File: config.mk
export PLATFORM = sky130hd
export DESIGN_NAME = hwcnn_top
export DESIGN_NICKNAME = d
export VERILOG_FILES = /design/src/accel_pkg.sv /design/src/inst_pkg.sv /design/src/layer_sequencer.sv /design/src/line_counter.sv /design/src/weight_buffer.sv /design/src/feature_buffer.sv /design/src/conv_pe.sv /design/src/hwcnn_top.sv
export SDC_FILE = /design/constraint.sdc
export NUM_CORES = 2
export LEC_CHECK = 0
export BUFFER_PORTS_ARGS = -buffer_cell sky130_fd_sc_hd__buf_2
export CORE_MARGIN = 3
export CORE_UTILIZATION = 25
export CTS_CLUSTER_SIZE = 8
export DETAILED_ROUTE_END_ITERATION = 12
export HOLD_SLACK_MARGIN = 0.15
export PLACE_DENSITY_LB_ADDON = 0.25
export SLEW_MARGIN = 20
export SYNTH_ARGS = -nofsm -noshare
export SYNTH_HDL_FRONTEND = slang
export SYNTH_HIERARCHICAL = 1
export SYNTH_SLANG_ARGS = --single-unit
File: constraint.sdc
create_clock -name clk -period 8.5 [get_ports clk]
set_clock_uncertainty 0.15 [all_clocks]
set_input_delay 1.7 -clock clk [delete_from_list [all_inputs] [get_ports clk]]
set_output_delay 1.7 -clock clk [all_outputs]
set_load 0.1 [all_outputs]
File: src/accel_pkg.sv
package accel_pkg;

	//////////////////////////////
	// Data path widths
	localparam int DATA_W = 8;
	localparam int ACC_W = 20;
	localparam int BIAS_W = 12;

	// Buffer geometry
	localparam int FEAT_DEPTH = 64;
	localparam int FEAT_ADDR_W = 6;
	localparam int TAPS = 3;
	localparam int KERNELS = 16;
	localparam int KIDX_W = 4;
	localparam int WGT_ADDR_W = 6; // kernel * TAPS + tap
	localparam int LEN_W = 7;

	//////////////////////////////
	// Stream credits
	localparam int LOAD_CREDITS = 2; // held by the sender after reset
	localparam int OUT_CREDITS = 4;
	localparam int OUT_CRED_W = 3;

	typedef logic [FEAT_ADDR_W-1:0] feat_addr_t;
	typedef logic [WGT_ADDR_W-1:0] wgt_addr_t;
	typedef logic [LEN_W-1:0] len_t;
	typedef logic [OUT_CRED_W-1:0] credit_t;

	typedef struct packed {
		logic [DATA_W-1:0] data;
	} load_word_t;

	typedef struct packed {
		logic signed [ACC_W-1:0] value;
		logic last;
	} result_t;

	typedef struct packed {
		logic [TAPS-1:0][DATA_W-1:0] tap; // tap 0 in the low byte
	} kernel_t;

	// One read or write step of the line counter
	typedef struct packed {
		feat_addr_t addr;
		logic valid;
		logic last;
	} scan_t;

endpackage

File: src/inst_pkg.sv
package inst_pkg;

	localparam int INST_W = 32;
	localparam int SPARE_W = INST_W - 2 - accel_pkg::FEAT_ADDR_W - accel_pkg::LEN_W;

	typedef enum logic [1:0] {
		nop,
		load_weights,
		load_features,
		compute
	} opcode_t;

	//////////////////////////////
	// Load view, base is a weight or feature address
	typedef struct packed {
		opcode_t opcode;
		accel_pkg::feat_addr_t base;
		accel_pkg::len_t count;
		logic [SPARE_W-1:0] spare;
	} load_inst_t;

	// Compute view
	typedef struct packed {
		opcode_t opcode;
		logic [accel_pkg::KIDX_W-1:0] kernel;
		accel_pkg::feat_addr_t start;
		accel_pkg::len_t len;
		logic pool;
		logic [accel_pkg::BIAS_W-1:0] bias;
	} compute_inst_t;

	// Opcode sits in the top two bits of both views
	typedef union packed {
		load_inst_t ld;
		compute_inst_t cmp;
	} inst_t;

endpackage

File: src/layer_sequencer.sv
`timescale 1ns/1ns

module layer_sequencer (
	input  logic                         clk,
	input  logic                         reset,
	input  inst_pkg::inst_t              instruction,
	input  logic                         inst_empty,
	input  logic                         count_last,
	input  logic                         line_done,
	output logic                         inst_req,
	output logic                         busy,
	output logic                         count_start,
	output accel_pkg::feat_addr_t        count_base,
	output accel_pkg::len_t              count_len,
	output logic                         wgt_sel,
	output logic                         feat_sel,
	output logic                         scan_sel,
	output logic [accel_pkg::KIDX_W-1:0] kernel_idx,
	output logic [accel_pkg::BIAS_W-1:0] bias,
	output logic                         pool
);

	typedef enum logic [2:0] {
		idle,
		fetch,
		decode,
		load,
		compute
	} state_t;

	state_t state;
	inst_pkg::inst_t inst_q;
	inst_pkg::opcode_t opcode;
	logic is_compute;

	assign opcode = inst_q.ld.opcode; // same bits in both views
	assign is_compute = opcode == inst_pkg::compute;

	always_ff @(posedge clk) begin
		if (reset) begin
			state <= idle;
		end else begin
			case (state)
				idle: if (!inst_empty) state <= fetch;
				fetch: state <= decode;
				decode: begin
					if (opcode == inst_pkg::nop || count_len == '0) begin
						state <= idle;
					end else if (is_compute) begin
						state <= compute;
					end else begin
						state <= load;
					end
				end
				load: if (count_last) state <= idle;
				compute: if (line_done) state <= idle;
				default: state <= idle;
			endcase
		end
	end

	// FIFO word is valid the cycle after the request
	always_ff @(posedge clk) begin
		if (state == fetch) begin
			inst_q <= instruction;
		end
	end

	assign inst_req = state == idle && !inst_empty;
	assign busy = state != idle;

	assign count_start = state == decode && opcode != inst_pkg::nop;
	assign count_base = is_compute ? inst_q.cmp.start : inst_q.ld.base;
	assign count_len = is_compute ? inst_q.cmp.len : inst_q.ld.count;

	// Who owns the counter address
	assign wgt_sel = state == load && opcode == inst_pkg::load_weights;
	assign feat_sel = state == load && opcode == inst_pkg::load_features;
	assign scan_sel = state == compute;

	// Held in inst_q for the whole compute
	assign kernel_idx = inst_q.cmp.kernel;
	assign bias = inst_q.cmp.bias;
	assign pool = inst_q.cmp.pool;

endmodule

File: src/line_counter.sv
`timescale 1ns/1ns

module line_counter (
	input  logic                  clk,
	input  logic                  reset,
	input  logic                  start,
	input  accel_pkg::feat_addr_t base,
	input  accel_pkg::len_t       len,
	input  logic                  step,
	output accel_pkg::scan_t      scan,
	output logic                  last,
	output logic                  credit
);

	accel_pkg::feat_addr_t addr;
	accel_pkg::len_t remaining;
	logic active;
	logic fire;

	assign fire = step && active;

	always_ff @(posedge clk) begin
		if (reset) begin
			addr <= '0;
			remaining <= '0;
			active <= 1'b0;
			credit <= 1'b0;
		end else begin
			credit <= fire; // one credit back per accepted word
			if (start) begin
				addr <= base;
				remaining <= len;
				active <= len != '0;
			end else if (fire) begin
				addr <= addr + accel_pkg::feat_addr_t'(1);
				remaining <= remaining - accel_pkg::len_t'(1);
				active <= !last;
			end
		end
	end

	assign scan.addr = addr;
	assign scan.valid = fire;
	assign scan.last = remaining == accel_pkg::len_t'(1);

	assign last = fire && scan.last; // final item of the run

endmodule

File: src/weight_buffer.sv
`timescale 1ns/1ns

module weight_buffer (
	input  logic                         clk,
	input  logic                         wr_en,
	input  accel_pkg::wgt_addr_t         wr_addr,
	input  logic [accel_pkg::DATA_W-1:0] wr_data,
	input  logic [accel_pkg::KIDX_W-1:0] kernel_idx,
	output accel_pkg::kernel_t           taps
);

	logic [accel_pkg::DATA_W-1:0] mem [accel_pkg::KERNELS * accel_pkg::TAPS];
	accel_pkg::wgt_addr_t base;

	// First tap of the selected kernel
	assign base = accel_pkg::wgt_addr_t'(kernel_idx) * accel_pkg::wgt_addr_t'(accel_pkg::TAPS);

	always_ff @(posedge clk) begin
		if (wr_en) begin
			mem[wr_addr] <= wr_data;
		end
		for (int t = 0; t < accel_pkg::TAPS; t++) begin
			taps.tap[t] <= mem[base + accel_pkg::wgt_addr_t'(t)];
		end
	end

endmodule

File: src/feature_buffer.sv
`timescale 1ns/1ns

module feature_buffer (
	input  logic                         clk,
	input  logic                         wr_en,
	input  accel_pkg::feat_addr_t        wr_addr,
	input  logic [accel_pkg::DATA_W-1:0] wr_data,
	input  accel_pkg::scan_t             rd,
	output logic [accel_pkg::DATA_W-1:0] rd_data,
	output logic                         rd_valid,
	output logic                         rd_last
);

	logic [accel_pkg::DATA_W-1:0] mem [accel_pkg::FEAT_DEPTH];

	always_ff @(posedge clk) begin
		if (wr_en) begin
			mem[wr_addr] <= wr_data;
		end
		rd_data <= mem[rd.addr];
		// Flags travel with the data
		rd_valid <= rd.valid;
		rd_last <= rd.last;
	end

endmodule

File: src/conv_pe.sv
`timescale 1ns/1ns

module conv_pe (
	input  logic                         clk,
	input  logic                         reset,
	input  logic [accel_pkg::DATA_W-1:0] feat_data,
	input  logic                         feat_valid,
	input  logic                         feat_last,
	input  accel_pkg::kernel_t           taps,
	input  logic [accel_pkg::BIAS_W-1:0] bias,
	input  logic                         pool,
	input  logic                         start,
	input  logic                         result_credit,
	output logic                         ready,
	output logic                         result_valid,
	output accel_pkg::result_t           result,
	output logic                         line_done
);

	logic signed [accel_pkg::DATA_W-1:0] win [accel_pkg::TAPS]; // win[0] is oldest
	logic [1:0] fill;
	logic odd;
	logic win_done;
	logic reserve;
	accel_pkg::credit_t free;
	logic signed [accel_pkg::ACC_W-1:0] acc;

	logic a_valid;
	logic a_last;
	logic a_pair2;
	logic b_valid;
	logic b_last;
	logic b_pair2;
	logic signed [accel_pkg::ACC_W-1:0] sum_q;

	logic signed [accel_pkg::ACC_W-1:0] held;
	logic signed [accel_pkg::ACC_W-1:0] pair_max;
	logic signed [accel_pkg::ACC_W-1:0] pend_value;
	logic signed [accel_pkg::ACC_W-1:0] c_value;
	logic pend;
	logic c_valid;
	logic c_last;
	logic none_q;

	//////////////////////////////
	// Output credits

	assign win_done = feat_valid && fill == 2'd2;
	assign reserve = win_done && (odd || !pool); // a pool pair takes one credit

	// Next step may start one more window
	assign ready = free > accel_pkg::credit_t'(reserve);

	always_ff @(posedge clk) begin
		if (reset) begin
			free <= accel_pkg::credit_t'(accel_pkg::OUT_CREDITS);
		end else begin
			free <= free - accel_pkg::credit_t'(reserve) + accel_pkg::credit_t'(result_credit);
		end
	end

	//////////////////////////////
	// Window and MAC

	always_comb begin
		acc = {{(accel_pkg::ACC_W - accel_pkg::BIAS_W){bias[accel_pkg::BIAS_W-1]}}, bias};
		for (int t = 0; t < accel_pkg::TAPS; t++) begin
			acc = acc + win[t] * $signed(taps.tap[t]);
		end
	end

	always_ff @(posedge clk) begin
		if (reset || start) begin
			fill <= '0;
			odd <= 1'b0;
			a_valid <= 1'b0;
			b_valid <= 1'b0;
		end else begin
			a_valid <= win_done;
			b_valid <= a_valid;
			if (feat_valid && fill != 2'd2) begin
				fill <= fill + 2'd1;
			end
			if (win_done) begin
				odd <= !odd;
			end
		end
	end

	always_ff @(posedge clk) begin
		if (feat_valid) begin
			win[0] <= win[1];
			win[1] <= win[2];
			win[2] <= feat_data;
		end
		a_last <= feat_last;
		a_pair2 <= odd;
		sum_q <= acc; // unpooled result
		b_last <= a_last;
		b_pair2 <= a_pair2;
	end

	//////////////////////////////
	// Pooling
	// A finished pair waits for the next window to learn if it ends the line

	assign pair_max = (sum_q > held) ? sum_q : held;

	always_ff @(posedge clk) begin
		if (reset || start) begin
			c_valid <= 1'b0;
			pend <= 1'b0;
			none_q <= 1'b0;
		end else begin
			c_valid <= 1'b0;
			none_q <= feat_valid && feat_last && fill != 2'd2; // line too short
			if (pool && b_valid) begin
				if (!b_pair2) begin
					if (pend) begin
						c_valid <= 1'b1;
						pend <= 1'b0;
					end else if (b_last) begin
						none_q <= 1'b1; // lone window dropped
					end
				end else if (b_last) begin
					c_valid <= 1'b1;
				end else begin
					pend <= 1'b1;
				end
			end
		end
	end

	always_ff @(posedge clk) begin
		if (pool && b_valid) begin
			c_last <= b_last;
			if (!b_pair2) begin
				held <= sum_q;
				c_value <= pend_value;
			end else begin
				c_value <= pair_max;
				pend_value <= pair_max;
			end
		end
	end

	assign result_valid = pool ? c_valid : b_valid;
	assign result.value = pool ? c_value : sum_q;
	assign result.last = pool ? c_last : b_last;

	assign line_done = (result_valid && result.last) || none_q;

endmodule

File: src/hwcnn_top.sv
`timescale 1ns/1ns

module hwcnn_top (
	input  logic                  clk,
	input  logic                  reset,
	input  inst_pkg::inst_t       instruction,
	input  logic                  inst_empty,
	output logic                  inst_req,
	input  logic                  load_valid,
	input  accel_pkg::load_word_t load_data,
	output logic                  load_credit,
	output logic                  result_valid,
	output accel_pkg::result_t    result,
	input  logic                  result_credit,
	output logic                  busy
);

	logic count_start;
	accel_pkg::feat_addr_t count_base;
	accel_pkg::len_t count_len;
	logic count_last;
	logic wgt_sel;
	logic feat_sel;
	logic scan_sel;
	logic [accel_pkg::KIDX_W-1:0] kernel_idx;
	logic [accel_pkg::BIAS_W-1:0] bias;
	logic pool;
	logic line_done;
	logic step;
	accel_pkg::scan_t scan;
	logic counter_credit;
	accel_pkg::kernel_t taps;
	logic [accel_pkg::DATA_W-1:0] feat_data;
	logic rd_valid;
	logic feat_valid;
	logic feat_last;
	logic ready;

	// Counter steps on inbound words for loads, on PE ready for compute
	assign step = scan_sel ? ready : load_valid;
	assign load_credit = counter_credit && !scan_sel;
	assign feat_valid = rd_valid && scan_sel;

	layer_sequencer u_seq (
		.clk(clk), .reset(reset),
		.instruction(instruction), .inst_empty(inst_empty), .inst_req(inst_req),
		.count_last(count_last), .line_done(line_done), .busy(busy),
		.count_start(count_start), .count_base(count_base), .count_len(count_len),
		.wgt_sel(wgt_sel), .feat_sel(feat_sel), .scan_sel(scan_sel),
		.kernel_idx(kernel_idx), .bias(bias), .pool(pool)
	);

	line_counter u_cnt (
		.clk(clk), .reset(reset),
		.start(count_start), .base(count_base), .len(count_len), .step(step),
		.scan(scan), .last(count_last), .credit(counter_credit)
	);

	weight_buffer u_wbuf (
		.clk(clk),
		.wr_en(scan.valid && wgt_sel), .wr_addr(scan.addr), .wr_data(load_data.data),
		.kernel_idx(kernel_idx), .taps(taps)
	);

	feature_buffer u_fbuf (
		.clk(clk),
		.wr_en(scan.valid && feat_sel), .wr_addr(scan.addr), .wr_data(load_data.data),
		.rd(scan), .rd_data(feat_data), .rd_valid(rd_valid), .rd_last(feat_last)
	);

	conv_pe u_pe (
		.clk(clk), .reset(reset),
		.feat_data(feat_data), .feat_valid(feat_valid), .feat_last(feat_last),
		.taps(taps), .bias(bias), .pool(pool), .start(count_start),
		.result_credit(result_credit), .ready(ready),
		.result_valid(result_valid), .result(result), .line_done(line_done)
	);

endmodule

==> metrics.md <==
| Metric | Value |
|---|---|
| Status | finished, final reports clean |
| CTS Root Cell | clkbuf_16 |
| Post-CTS Repair Setup Buffers | 0 |
| Initial Util | 0.2517 |
| Yosys warning count | 6 |
| Final setup vio count | 0 |
| PnR worst setup slack | between 1 and 1.5 ns |
| Main combinational cell family by area after synthesis | multiplexers |
| Max FO, Critical Path | 8 |
| Final wirelength | roughly 160000 µm |
| Syn Inst Count | roughly 3500 |
| Worst Setup Start Kind | flip-flop |
| Initial antenna violation count | 5 |
| Overall routing resource usage | 0.1347 |
| Max_cap viols | 0 |
| Iter 0 DRT Violations | 2712 |
| Cts bufs inserted | roughly 150 |
| Flops & latches, synth | 1077 |
| Mapped cell area | approximately 57000 µm² |
| Synth Area in Simple Gates | 0.05633 |
| Area share of the largest cell type after synthesis | 0.5191 |
| Slew Viols, Final | 0 |
| Sequential element share of the synthesized area | 0.5491 |
| Drt wl/cell | between 20 and 25 µm |
| Post-route ant nets | 0 |
| Slew HR | 0.2251 |
| Number of flops mapped to enable cells by yosys | 991 |
| Worst min-delay path class | reg2reg |
| Layout cell share with drive strength beyond 1 | 0.2454 |
| Post-synth top cells | edfxtp_1, mux4_2, inv_1 |
| Chip Height | just under 500 µm |
| Placed wire-length estimate | roughly 110000 µm |
| Post-synthesis mux area share | 0.2023 |
| Vias post-DR | roughly 32000 |
| CTS resizes | 0 |
| Die area | between 200000 and 250000 µm² |
| Row cnt | approximately 180 |
| Final hold slack | 0.1722 ns |
| Worst slew pin tran | about 1.2 ns |
| Post-synth ARST share | 0 |
| CP endpoint kind | flip-flop |
| Synth Area in Adders | 0.1147 |
| CTS sink count | ~1100 |
| Critical path arrival | ~7.5 ns |
| I/O pin cnt | 70 |
| Compound-cell area share of the yosys netlist | 0.02783 |
| Total grt overflow | 0 |
| CTS H-tree depth | 4 |
| Final #Nets | 4029 |
| Core ar. | around 230000 µm² |
| Vias in the first global route | 33170 |
| CTS Hold Bufs | 0 |
| Hold Vio Cnt, Final | 0 |
| Die W | approximately 480 µm |
| Unrepaired setup endpoints after global routing | no |
| Sequential cell area | ~31000 µm² |
| Most numerous cell in the Yosys netlist | edfxtp_1 |
| Gpl congestion | 0.8423 |
| Clk_lat worst skew | between 0.7 and 0.8 ns |
| Critical path type | reg2reg |
| Pin count of the biggest net entering global routing | between 100 and 150 |
| Global-route wire length before repair | roughly 230000 µm |
| Drt pass-1 iters | 7 |
| WP data required | ~9 ns |
| P&R area growth vs syn | 14.46% |
| Port Buffers | between 60 and 70 |
| Combined area of the multi-input logic cells | roughly 24000 µm² |
| Yosys top cell by area | edfxtp_1 |
| Prevailing post-synth register cell | edfxtp_1 |
| Avg Inst Size Synth | between 15 and 20 µm² |
| TNS Setup | 0 ns |
| Fillers | between 20000 and 25000 |
| DRC violations left | 0 |
| Fmax | roughly 0.14 GHz |
| Final worst path period need | approximately 7 ns |
| Net Count, Synth | 3911 |
| CTS tree | built |
| DR vias/cell | ~4.7 |
| Max Root-Sink Buffers | 3 |
| Clk pin slew, worst setup/hold paths | approximately 0.05 ns |
| Final period util | 0.8270 |
| Yosys cell types | 96 |
| DP Worst Slack | ~1.5 ns |
| Top post-synthesis cells by area | edfxtp_1, mux4_2, fa_1, dfxtp_1, ha_1 |
| Fraction of synthesized cell area in xor and xnor cells | 0.007857 |
-- final timing paths --
| check | slack [ns] | startpoint | cells past startpoint | to |
|---|---|---|---|---|
| worst max-delay path | 1.47 | u_pe/win[0][7] | 20 | u_pe/sum_q[18] |
| worst min-delay path | 0.17 | u_pe/a_pair2 | 0 | u_pe/b_pair2 |
| worst max register to register | 1.47 | u_pe/win[0][7] | 20 | u_pe/sum_q[18] |
| worst min register to register | 0.17 | u_pe/a_pair2 | 0 | u_pe/b_pair2 |
-- layout by cell type, fill, tap and decap left out, types with 23 or more instances in the layout --
master | Yosys | routed
a211oi_1 | 23 | 23
a21oi_1 | 39 | 39
and2_1 | 96 | 96
buf_2 | 56 | 61
buf_4 | 50 | 80
clkbuf_1 | 59 | 49
clkbuf_16 | 0 | 158
dfxtp_1 | 86 | 81
edfxtp_1 | 991 | 991
fa_1 | 254 | 253
ha_1 | 119 | 117
inv_1 | 361 | 361
mux2_2 | 57 | 57
mux2i_1 | 52 | 52
mux4_2 | 456 | 456
nand2_1 | 171 | 171
nand3_1 | 38 | 38
nor2_1 | 210 | 201
nor2b_1 | 30 | 30
xnor2_1 | 29 | 26
-- kinds of logic (layout without fill, tap and decap cells) --
group,after synthesis,in the layout
AO/OA/AOI/OAI,218,218
XOR/XNOR,43,43
adder cells (fa/ha/maj),373,373
buffers and inverters,546,732
flip-flops,1077,1077
multiplexers,576,576
other,0,2
AND/OR/NAND/NOR,660,660
-- per-layer routing --
layer / up-vias / global-route usage / routed length [µm] / share of wire
met5: - / 0 / 0 / 0
met4: 0 / 0.04449 / 4801 / 0.030
met3: 248 / 0.02054 / 7724 / 0.048
met2: 963 / 0.2229 / 78020 / 0.49
met1: 16990 / 0.1808 / 69120 / 0.43
li1: 13510 / - / - / -
-- sequential cells by signal (all words and copies together) (netlist names), 19 cells and up --
register and count:
u_pe/sum_q 19, u_fbuf/mem 512, u_wbuf/taps 24, u_pe/c_value 19, u_seq/inst_q 32, u_wbuf/mem 384, u_pe/held 19, u_pe/win 24
-- stage by stage --
step	std cells	utilization	cell area (µm²)
final	6690	0.2882	65620
after global routing	6689	0.2881	65620
after detailed placement	6463	0.2684	61110
after global placement	6463	0.2683	61110
after floorplan	3493	-	57330
after CTS	6687	0.2880	65580
-- critical path, stage by stage (launching register included) --
cell and delay (ns):
edfxtp_1 0.44, and2_1 0.49, inv_1 0.11, fa_1 0.49, fa_1 0.52, inv_1 0.05
fa_1 0.58, fa_1 0.47, fa_1 0.49, fa_1 0.55, inv_1 0.06, fa_1 0.52
inv_1 0.04, ha_1 0.35, a21oi_1 0.16, nand2_1 0.09, a221oi_1 0.51, o221ai_1 0.28
a41o_1 0.29, a21oi_1 0.17, xnor2_1 0.07
-- cell type report --
class	instances	share of cell area
tap	3009	0.05738
timing repair buffer	144	0.01483
antenna	2	0.00007627
inverter	364	0.02082
multi-input combinational	1870	0.3589
sequential	1077	0.4800
clock buffer	211	0.06390
clock inverter	13	0.004176
Power is not shown: default switching activity piles up to over one toggle a cycle in this logic, so the estimate is an artifact.
